--- src/source/cpuPkg.sv ---
package cpuPkg;

	//////////////////////////////
	// Major opcodes
	//////////////////////////////
	localparam logic [5:0] OP_RTYPE = 6'h00;
	localparam logic [5:0] OP_BEQ = 6'h04;
	localparam logic [5:0] OP_BNE = 6'h05;
	localparam logic [5:0] OP_ADDIU = 6'h09;
	localparam logic [5:0] OP_ORI = 6'h0d;
	localparam logic [5:0] OP_LUI = 6'h0f;
	localparam logic [5:0] OP_LW = 6'h23;
	localparam logic [5:0] OP_SW = 6'h2b;

	// Function field of SPECIAL
	localparam logic [5:0] FN_ADDU = 6'h21;
	localparam logic [5:0] FN_SUBU = 6'h23;
	localparam logic [5:0] FN_AND = 6'h24;
	localparam logic [5:0] FN_OR = 6'h25;
	localparam logic [5:0] FN_SLT = 6'h2a;

	//////////////////////////////
	// Control encodings
	//////////////////////////////
	typedef enum logic [2:0] {ADD, SUB, AND, OR, SLT, LUI} aluOp_t;

	// Where the written-back value comes from
	typedef enum logic {ALU, MEM} wbSrc_t;

	//////////////////////////////
	// Instruction word
	//////////////////////////////
	typedef struct packed {
		logic [5:0] op;
		logic [4:0] rs;
		logic [4:0] rt;
		logic [4:0] rd;
		logic [4:0] shamt;
		logic [5:0] funct;
	} rType_t;

	typedef struct packed {
		logic [5:0] op;
		logic [4:0] rs;
		logic [4:0] rt;
		logic [15:0] imm;
	} iType_t;

	typedef union packed {
		rType_t rType;
		iType_t iType;
	} instWord_t;

endpackage

--- src/source/pipeIf.sv ---
// ID to EX pipeline register contents
interface idExIf;
	logic [31:0] opA;
	logic [31:0] opB;
	logic [31:0] storeData;
	cpuPkg::aluOp_t aluOp;
	logic memRead;
	logic memWrite;
	cpuPkg::wbSrc_t wbSrc;
	logic [4:0] wbReg;
	logic valid;
	logic [31:0] pc;

	modport idSide (output opA, opB, storeData, aluOp, memRead, memWrite,
		wbSrc, wbReg, valid, pc);
	modport exSide (input opA, opB, storeData, aluOp, memRead, memWrite,
		wbSrc, wbReg, valid, pc);
endinterface

// EX to MEM pipeline register contents
interface exMemIf;
	logic [31:0] aluOut;
	cpuPkg::wbSrc_t wbSrc;
	logic [4:0] wbReg;
	logic valid;
	logic [31:0] pc;

	modport exSide2 (output aluOut, wbSrc, wbReg, valid, pc);
	modport memSide (input aluOut, wbSrc, wbReg, valid, pc);
endinterface

--- src/source/gprFwdUnit.sv ---
module gprFwdUnit (
	input logic [31:0] regFileVal,
	input logic [4:0] regRequest,
	input logic regUse,
	input logic [4:0] exWbReg,
	input logic exValid,
	input logic exIsLoad,
	input logic [31:0] exResult,
	input logic [4:0] memWbReg,
	input logic memValid,
	input logic [31:0] memResult,
	output logic [31:0] dataOut,
	output logic stall
);

	logic exHit;
	logic memHit;

	// Producers match by register number, r0 never forwards
	assign exHit = regUse && exValid && exWbReg == regRequest && regRequest != 5'd0;
	assign memHit = regUse && memValid && memWbReg == regRequest && regRequest != 5'd0;

	// Youngest producer wins
	always_comb
	begin
		if (exHit)
			dataOut = exResult;
		else if (memHit)
			dataOut = memResult;
		else
			dataOut = regFileVal;
	end

	// Load data is not ready until MEM
	assign stall = exHit && exIsLoad;

endmodule

--- src/source/pcpu.sv ---
module pcpu #(
	parameter logic [31:0] RESET_PC = 32'hbfc0_0000
)(
	input logic clk,
	input logic rst,
	input logic iStall,
	input logic dStall,
	// Instruction data returns before the next edge
	output logic [31:0] addrIBus,
	output logic stbIBus,
	input logic [31:0] instIn,
	output logic [31:0] addrDBus,
	output logic [31:0] dataOut,
	output logic [3:0] dataMask,
	output logic memWE,
	output logic stbDBus,
	input logic [31:0] dataIn,
	output logic [31:0] dbgIdPC,
	output logic [31:0] dbgExPC,
	output logic [31:0] dbgMemPC
);

	logic masterStall, hazard, ifStall, idFlush;
	logic rsHazard, rtHazard;
	logic [31:0] ifPc, idPcTrace;
	logic [4:0] rsAddr, rtAddr;
	logic rsUse, rtUse;
	logic [31:0] rsReg, rtReg, rsFwd, rtFwd;
	logic [31:0] nextPC;
	logic branchTaken;
	logic [31:0] exResult;
	logic exIsLoad;
	logic [4:0] wbReg;
	logic [31:0] wbData;
	logic wbEn;

	idExIf idEx();
	exMemIf exMem();

	//////////////////////////////
	// Stall and flush network
	//////////////////////////////
	// Bus stalls freeze everything, a load-use hazard bubbles EX
	assign masterStall = iStall | dStall;
	assign hazard = rsHazard | rtHazard;
	assign ifStall = masterStall | hazard;
	assign idFlush = hazard & ~masterStall;

	//////////////////////////////
	// Fetch
	//////////////////////////////
	always_ff @(posedge clk)
	begin
		if (rst)
			ifPc <= RESET_PC;
		else if (!ifStall)
			ifPc <= branchTaken ? nextPC : ifPc + 32'd4;
	end

	// Tracks the PC that entered decode
	always_ff @(posedge clk)
	begin
		if (!ifStall)
			idPcTrace <= ifPc;
	end

	assign addrIBus = ifPc;
	assign stbIBus = ~rst;

	regFile gpr (.clk(clk), .rst(rst), .stall(masterStall),
		.rsAddr(rsAddr), .rtAddr(rtAddr), .rdAddr(wbReg), .rdData(wbData),
		.rdEn(wbEn), .rs(rsReg), .rt(rtReg));

	gprFwdUnit fwdRs (.regFileVal(rsReg), .regRequest(rsAddr), .regUse(rsUse),
		.exWbReg(idEx.wbReg), .exValid(idEx.valid), .exIsLoad(exIsLoad),
		.exResult(exResult), .memWbReg(exMem.wbReg), .memValid(exMem.valid),
		.memResult(wbData), .dataOut(rsFwd), .stall(rsHazard));

	gprFwdUnit fwdRt (.regFileVal(rtReg), .regRequest(rtAddr), .regUse(rtUse),
		.exWbReg(idEx.wbReg), .exValid(idEx.valid), .exIsLoad(exIsLoad),
		.exResult(exResult), .memWbReg(exMem.wbReg), .memValid(exMem.valid),
		.memResult(wbData), .dataOut(rtFwd), .stall(rtHazard));

	stageId idStage (.clk(clk), .rst(rst), .stall(ifStall), .flush(idFlush),
		.instIn(instIn), .pc(ifPc), .rsFwd(rsFwd), .rtFwd(rtFwd),
		.rsAddr(rsAddr), .rtAddr(rtAddr), .rsUse(rsUse), .rtUse(rtUse),
		.nextPC(nextPC), .branchTaken(branchTaken), .ex(idEx.idSide));

	stageEx exStage (.clk(clk), .rst(rst), .stall(masterStall),
		.id(idEx.exSide), .mem(exMem.exSide2), .exResult(exResult),
		.exIsLoad(exIsLoad), .addrDBus(addrDBus), .dataOut(dataOut),
		.stbDBus(stbDBus), .memWE(memWE), .dataMask(dataMask));

	stageMem memStage (.clk(clk), .rst(rst), .stall(masterStall),
		.ex(exMem.memSide), .dataIn(dataIn), .wbReg(wbReg),
		.wbData(wbData), .wbEn(wbEn));

	assign dbgIdPC = idPcTrace;
	assign dbgExPC = idEx.pc;
	assign dbgMemPC = exMem.pc;

	// A frozen empty EX slot must not start a bus cycle
	noStrobeWhileFrozen: assert property (
		@(posedge clk) disable iff (rst)
		(masterStall && !idEx.valid) |=> !stbDBus
	);

endmodule

--- src/source/regFile.sv ---
module regFile (
	input logic clk,
	input logic rst,
	input logic stall,
	input logic [4:0] rsAddr,
	input logic [4:0] rtAddr,
	input logic [4:0] rdAddr,
	input logic [31:0] rdData,
	input logic rdEn,
	output logic [31:0] rs,
	output logic [31:0] rt
);

	logic [31:0] regs [0:31];

	// r0 is cleared once and never written again
	always_ff @(posedge clk)
	begin
		if (rst)
			regs[0] <= 32'h0;
		else if (rdEn && !stall && rdAddr != 5'd0)
			regs[rdAddr] <= rdData;
	end

	// Same-cycle write is visible to the decoder
	assign rs = (rdEn && rdAddr == rsAddr && rsAddr != 5'd0) ? rdData : regs[rsAddr];
	assign rt = (rdEn && rdAddr == rtAddr && rtAddr != 5'd0) ? rdData : regs[rtAddr];

	// r0 reads as zero on both ports
	r0ReadsZero: assert property (
		@(posedge clk) disable iff (rst)
		(rsAddr != 5'd0 || rs == 32'h0) && (rtAddr != 5'd0 || rt == 32'h0)
	);

endmodule

--- src/source/stageEx.sv ---
module stageEx (
	input logic clk,
	input logic rst,
	input logic stall,
	idExIf.exSide id,
	exMemIf.exSide2 mem,
	output logic [31:0] exResult,
	output logic exIsLoad,
	output logic [31:0] addrDBus,
	output logic [31:0] dataOut,
	output logic stbDBus,
	output logic memWE,
	output logic [3:0] dataMask
);

	logic [31:0] aluOut;

	//////////////////////////////
	// ALU
	//////////////////////////////
	always_comb
	begin
		case (id.aluOp)
			cpuPkg::ADD: aluOut = id.opA + id.opB;
			cpuPkg::SUB: aluOut = id.opA - id.opB;
			cpuPkg::AND: aluOut = id.opA & id.opB;
			cpuPkg::OR: aluOut = id.opA | id.opB;
			cpuPkg::SLT: aluOut = {31'h0, $signed(id.opA) < $signed(id.opB)};
			cpuPkg::LUI: aluOut = {id.opB[15:0], 16'h0};
			default: aluOut = id.opA + id.opB;
		endcase
	end

	// Forwarded back to decode
	assign exResult = aluOut;
	assign exIsLoad = id.valid && id.memRead;

	//////////////////////////////
	// Data bus
	//////////////////////////////
	// Address comes straight from the adder
	assign addrDBus = aluOut;
	assign dataOut = id.storeData;
	assign stbDBus = id.valid && (id.memRead || id.memWrite);
	assign memWE = id.valid && id.memWrite;
	assign dataMask = memWE ? 4'hF : 4'h0;

	//////////////////////////////
	// EX/MEM register
	//////////////////////////////
	always_ff @(posedge clk)
	begin
		if (rst)
			mem.valid <= 1'b0;
		else if (!stall)
			mem.valid <= id.valid;
	end

	always_ff @(posedge clk)
	begin
		if (!stall)
		begin
			mem.aluOut <= aluOut;
			mem.wbSrc <= id.wbSrc;
			mem.wbReg <= id.wbReg;
			mem.pc <= id.pc;
		end
	end

	// Only whole-word accesses exist
	wordAligned: assert property (
		@(posedge clk) disable iff (rst)
		stbDBus |-> addrDBus[1:0] == 2'b00
	);

endmodule

--- src/source/stageId.sv ---
module stageId (
	input logic clk,
	input logic rst,
	input logic stall,
	input logic flush,
	input cpuPkg::instWord_t instIn,
	input logic [31:0] pc,
	input logic [31:0] rsFwd,
	input logic [31:0] rtFwd,
	output logic [4:0] rsAddr,
	output logic [4:0] rtAddr,
	output logic rsUse,
	output logic rtUse,
	output logic [31:0] nextPC,
	output logic branchTaken,
	idExIf.idSide ex
);

	cpuPkg::instWord_t inst;
	logic [31:0] idPc;
	logic idValid;
	logic [31:0] immSext;
	logic [31:0] opB;
	cpuPkg::aluOp_t aluOp;
	cpuPkg::wbSrc_t wbSrc;
	logic [4:0] wbReg;
	logic memRead, memWrite;
	logic needRs, needRt;
	logic isBeq, isBne;

	//////////////////////////////
	// IF/ID register
	//////////////////////////////
	always_ff @(posedge clk)
	begin
		if (rst)
			idValid <= 1'b0;
		else if (!stall)
			idValid <= 1'b1;
	end

	always_ff @(posedge clk)
	begin
		if (!stall)
		begin
			inst <= instIn;
			idPc <= pc;
		end
	end

	//////////////////////////////
	// Decode
	//////////////////////////////
	assign rsAddr = inst.iType.rs;
	assign rtAddr = inst.iType.rt;
	assign immSext = {{16{inst.iType.imm[15]}}, inst.iType.imm};

	always_comb
	begin
		aluOp = cpuPkg::ADD;
		wbSrc = cpuPkg::ALU;
		wbReg = 5'd0;
		opB = immSext;
		memRead = 1'b0;
		memWrite = 1'b0;
		needRs = 1'b1;
		needRt = 1'b0;
		isBeq = 1'b0;
		isBne = 1'b0;
		case (inst.iType.op)
			cpuPkg::OP_RTYPE:
			begin
				needRt = 1'b1;
				opB = rtFwd;
				wbReg = inst.rType.rd;
				case (inst.rType.funct)
					cpuPkg::FN_ADDU: aluOp = cpuPkg::ADD;
					cpuPkg::FN_SUBU: aluOp = cpuPkg::SUB;
					cpuPkg::FN_AND: aluOp = cpuPkg::AND;
					cpuPkg::FN_OR: aluOp = cpuPkg::OR;
					cpuPkg::FN_SLT: aluOp = cpuPkg::SLT;
					default: wbReg = 5'd0;
				endcase
			end
			cpuPkg::OP_ADDIU: wbReg = inst.iType.rt;
			cpuPkg::OP_ORI:
			begin
				aluOp = cpuPkg::OR;
				opB = {16'h0, inst.iType.imm};
				wbReg = inst.iType.rt;
			end
			cpuPkg::OP_LUI:
			begin
				aluOp = cpuPkg::LUI;
				needRs = 1'b0;
				wbReg = inst.iType.rt;
			end
			cpuPkg::OP_LW:
			begin
				memRead = 1'b1;
				wbSrc = cpuPkg::MEM;
				wbReg = inst.iType.rt;
			end
			cpuPkg::OP_SW:
			begin
				memWrite = 1'b1;
				needRt = 1'b1;
			end
			cpuPkg::OP_BEQ:
			begin
				isBeq = 1'b1;
				needRt = 1'b1;
			end
			cpuPkg::OP_BNE:
			begin
				isBne = 1'b1;
				needRt = 1'b1;
			end
			// Anything else retires as a nop
			default: needRs = 1'b0;
		endcase
	end

	assign rsUse = idValid && needRs;
	assign rtUse = idValid && needRt;

	// Branch resolves here, target relative to the delay slot
	assign nextPC = idPc + 32'd4 + {immSext[29:0], 2'b00};
	assign branchTaken = idValid && ((isBeq && rsFwd == rtFwd) || (isBne && rsFwd != rtFwd));

	//////////////////////////////
	// ID/EX register
	//////////////////////////////
	always_ff @(posedge clk)
	begin
		if (rst || flush)
			ex.valid <= 1'b0;
		else if (!stall)
			ex.valid <= idValid;
	end

	always_ff @(posedge clk)
	begin
		if (!stall)
		begin
			ex.opA <= rsFwd;
			ex.opB <= opB;
			ex.storeData <= rtFwd;
			ex.aluOp <= aluOp;
			ex.memRead <= memRead;
			ex.memWrite <= memWrite;
			ex.wbSrc <= wbSrc;
			ex.wbReg <= wbReg;
			ex.pc <= idPc;
		end
	end

endmodule

--- src/source/stageMem.sv ---
module stageMem (
	input logic clk,
	input logic rst,
	input logic stall,
	exMemIf.memSide ex,
	input logic [31:0] dataIn,
	output logic [4:0] wbReg,
	output logic [31:0] wbData,
	output logic wbEn
);

	logic [31:0] loadData;

	// Sampled on the same edge that moves the load into MEM
	always_ff @(posedge clk)
	begin
		if (rst)
			loadData <= 32'h0;
		else if (!stall)
			loadData <= dataIn;
	end

	//////////////////////////////
	// Write-back
	//////////////////////////////
	assign wbReg = ex.wbReg;
	assign wbData = (ex.wbSrc == cpuPkg::MEM) ? loadData : ex.aluOut;

	// Writes are held off while the pipeline is frozen
	assign wbEn = ex.valid && ex.wbReg != 5'd0 && !stall;

endmodule

--- config.mk ---
export PLATFORM = sky130hd
export DESIGN_NAME = pcpu
export DESIGN_NICKNAME = d
export VERILOG_FILES = /design/src/source/cpuPkg.sv /design/src/source/pipeIf.sv /design/src/source/gprFwdUnit.sv /design/src/source/pcpu.sv /design/src/source/regFile.sv /design/src/source/stageEx.sv /design/src/source/stageId.sv /design/src/source/stageMem.sv
export SDC_FILE = /design/constraint.sdc
export NUM_CORES = 2
export LEC_CHECK = 0
export BUFFER_PORTS_ARGS = -buffer_cell sky130_fd_sc_hd__buf_4
export CAP_MARGIN = 20
export CORE_MARGIN = 5
export CORE_UTILIZATION = 46
export DETAILED_ROUTE_END_ITERATION = 6
export PLACE_DENSITY_LB_ADDON = 0.08
export SYNTH_ARGS = -nofsm -noshare
export SYNTH_HDL_FRONTEND = slang
export SYNTH_SLANG_ARGS = --single-unit
--- constraint.sdc ---
create_clock -name clk -period 18.83 [get_ports clk]
set_input_delay 1.883 -clock clk [delete_from_list [all_inputs] [get_ports clk]]
set_output_delay 1.883 -clock clk [all_outputs]
set_load 0.02 [all_outputs]
==> flow_metrics.tcl <==
set metrics [dict create \
    fin_hold_ws_ps 441 \
    report.final.slew_viol_count 0 \
    final.period_utilization 0.406 \
    cp_max_fo 55 \
    critical-path-max-stage-delay_ps 950 \
    wl_per_cell_um 34.1 \
    dp_hpwl_mm 157 \
    viasPerCell 6.52 \
    clk_path_buf_depth 3 \
    drive_gt1_frac 0.248 \
    powerDensity_nw_per_um2 89.6 \
    worstMarginPinSlew_ps 1180 \
    max_slew_margin 0.206 \
    drt-pass1-iter-count 6 \
    ys_seq_area_frac 0.576 \
    synth_top_cell_by_area "edfxtp_1" \
    synth-async-reset-ratio 0 \
    hold_path.class "flop to flop" \
    p_switching_mw 1.81 \
    htreeDepth 4 \
    grt_antenna_before_repair 7 \
    cp.required_ps 19480 \
    clk_pin_slew_ps 60 \
    finalClockSkew_ps 34.6 \
    maxCapViolCount 0 \
    cp-end-kind "flop" \
    cts-root-buf "clkbuf_16" \
    hold_viol 0 \
    ys_types 105 \
    clock_latency_ps 810 \
    ant_nets 0 \
    p_int_mw 5.34 \
    grt_pass1_vias 45868 \
    crit_path_frequent_cell "buf_4" \
    wl_mm 246 \
    worstSetupStartpointType "flop" \
    fin_ws_ps 11180 \
    crit_chain "buf_4 -> buf_4 -> mux4_2 -> mux2i_1 -> o22ai_1 -> nor2_1 -> a22oi_1 -> o21ai_0 -> a2111oi_0 -> a31oi_1 -> nor4_1 -> and4b_1 -> nand2_1 -> nor2_4 -> mux2i_4 -> buf_4 -> mux2i_1 -> o311ai_1" \
    clockPowerShare 0.421 \
    fp.coreArea_um2 152000 \
    synth-xor-area-share 0.0125 \
    leakage_nw 27.3 \
    ys_seq_elements 1373 \
    fp.dieW_um 401 \
    num_vias 46983 \
    critical_path_class "flop to flop" \
    rsz0062_at_grt "no" \
    fin_nets 5276 \
    finalSetupViolCount 0 \
    place.gp.congestion 0.930 \
    dp_slack_ps 10800 \
    cts_resized 0 \
    cts_tree "yes" \
    worst-path-buf-inv 3 \
    critPathSlowestCell "dfxtp_4" \
    yosys.area.top_type_share 0.554 \
    grt_start_max_net_pins 103 \
    seqPwrFrac 0.474 \
    synthMuxAreaShare 0.199 \
    syn_area_per_cell_um2 14.6 \
    fillerInstances 12640 \
    cts_inserted_buffers 154 \
    combinationalPowerShare 0.105 \
    cts_hold_buf 0 \
    setup_tns_ps 0 \
    areaGrowthSynthToFinish_pct 13.7 \
    synth_edf_count 1296 \
    grt_usage 0.299 \
    die_y_um 401 \
    synth-main-ff-cell "edfxtp_1" \
    clock.fmax_mhz 131 \
    synth_warnings 0 \
    die_area_um2 161000 \
    cp.arrival_ps 8300 \
    power.ir.vdd_worst_v 0.000100 \
    io_pins 267 \
    ys_top_cells_by_area "edfxtp_1, mux4_2, mux2i_1" \
    synth_top_family_by_area "multiplexers" \
    rows 143 \
    crit_family "buffers and inverters" \
    status "complete, no violations" \
    drcViolationCount 0 \
    switching_share 0.253 \
    synth_compound_area_frac 0.0842 \
    portBuffers 266 \
    start_util 0.462 \
    grt_pass1_wl_mm 346 \
    fin_crit_ps 7650 \
    drt_iter0_drc 5883 \
    yosys.area_share.adder 0.0283 \
    grt_overflow 0 \
    cts_sinks 1373 \
    syn_inst 4796 \
    yosys.area_share.simple 0.0694 \
    cts_setup_buffers 0 \
    synthesis.area_um2 70200 \
    synth_fp_nets 5021 \
]
## stage by stage
stage / area, µm² / util / std cells / power [mW]
2_1_floorplan: 70200 / - / 4796 / 3.91
3_3_place_gp: 74700 / 0.492 / 6921 / 4.20
3_5_place_dp: 74700 / 0.492 / 6923 / 4.20
4_1_cts: 79800 / 0.525 / 7201 / 7.19
5_1_grt: 79800 / 0.525 / 7203 / 7.36
6_report: 79800 / 0.525 / 7208 / 7.15
## layer usage
metal | GRT usage | part of all wire
met1 | 0.405 | 0.39
met4 | 0.116 | 0.043
met5 | 0 | 0.000094
met2 | 0.477 | 0.47
met3 | 0.0648 | 0.093
## Yosys cell counts, drive strengths merged (31+ instances only)
cell type  number
nor2b          31
inv           163
and3           42
xor2           34
nor4           31
a21oi         216
clkbuf        136
buf           180
a21o           45
nor3           71
mux2i         247
nand2         390
edfxtp       1296
xnor2          66
mux4          496
a22oi          83
nor2          239
dfxtp          77
nand3         100
ha            154
o21ai         159
## power by group through the flow
stage	Combinational [mW]	Clock, mW	Sequential (mW)
final	0.753	3.01	3.39
after global routing	0.791	3.18	3.39
after CTS	0.748	3.05	3.39
after detailed placement	0.746	0	3.45
after global placement	0.748	0	3.45
after floorplan	0.470	0	3.44
## kinds of logic after synthesis
logic type               after synthesis
buffers and inverters                482
flip-flops                          1373
AND/OR/NAND/NOR                     1047
multiplexers                         773
adder cells (fa/ha/maj)              157
AO/OA/AOI/OAI                        864
XOR/XNOR                             100
## flip-flops by register name, indices dropped and copies added (netlist names), 3 cells and up, named ones only
register,count
idStage.ex.wbReg,5
idStage.ex.pc,32
idStage.ex.aluOp,3
memStage.loadData,32
addrIBus,32
exStage.mem.aluOut,32
idStage.ex.opB,32
idStage.ex.storeData,32
idStage.ex.opA,32
idStage.inst,32
gpr.regs,1024
exStage.mem.pc,32
idStage.idPc,32
exStage.mem.wbReg,5
## worst paths after layout
| kind | slack (ps) | cells past startpoint | from | end |
|---|---|---|---|---|
| worst max-delay path | 11180 | 18 | flop | addrIBus[15] |
| worst max register to register | 11180 | 18 | flop | addrIBus[15] |
| worst min register to register | 440 | 0 | idStage.ex.pc[17] | exStage.mem.pc[17] |
| worst min-delay path | 440 | 0 | idStage.ex.pc[17] | exStage.mem.pc[17] |
## cell type report
cell class | count | area (µm²) | area share
antenna | 5 | 12.5 | 0.000157
clock buffer | 192 | 4120 | 0.0517
clock inverter | 86 | 893 | 0.0112
inverter | 166 | 634 | 0.00795
multi-input combinational | 2941 | 27900 | 0.350
sequential | 1373 | 40500 | 0.507
tap | 2030 | 2540 | 0.0318
timing repair buffer | 415 | 3160 | 0.0396
## cells in the final DEF (no fill, tap or decap), drive strengths merged, types with 17 or more instances in the layout
master / netlist / layout
edfxtp: 1296 / 1296
mux4: 496 / 496
buf: 180 / 415
nand2: 390 / 390
mux2i: 247 / 247
nor2: 239 / 239
a21oi: 216 / 216
clkbuf: 136 / 192
inv: 163 / 170
o21ai: 159 / 159
ha: 154 / 154
nand3: 100 / 100
a22oi: 83 / 83
dfxtp: 77 / 77
nor3: 71 / 71
xnor2: 66 / 66
clkinv: 3 / 57
a21o: 45 / 45
and3: 42 / 42
xor2: 34 / 34
nor2b: 31 / 31
nor4: 31 / 31
a22o: 30 / 30
mux2: 30 / 30
a31oi: 29 / 29
a211oi: 29 / 29
o22ai: 28 / 28
nand2b: 27 / 27
nand4: 27 / 27
o31ai: 23 / 23
o311ai: 23 / 23
a221oi: 20 / 20
o221ai: 19 / 19
and2: 17 / 17
(Power assumes the default switching activity.)
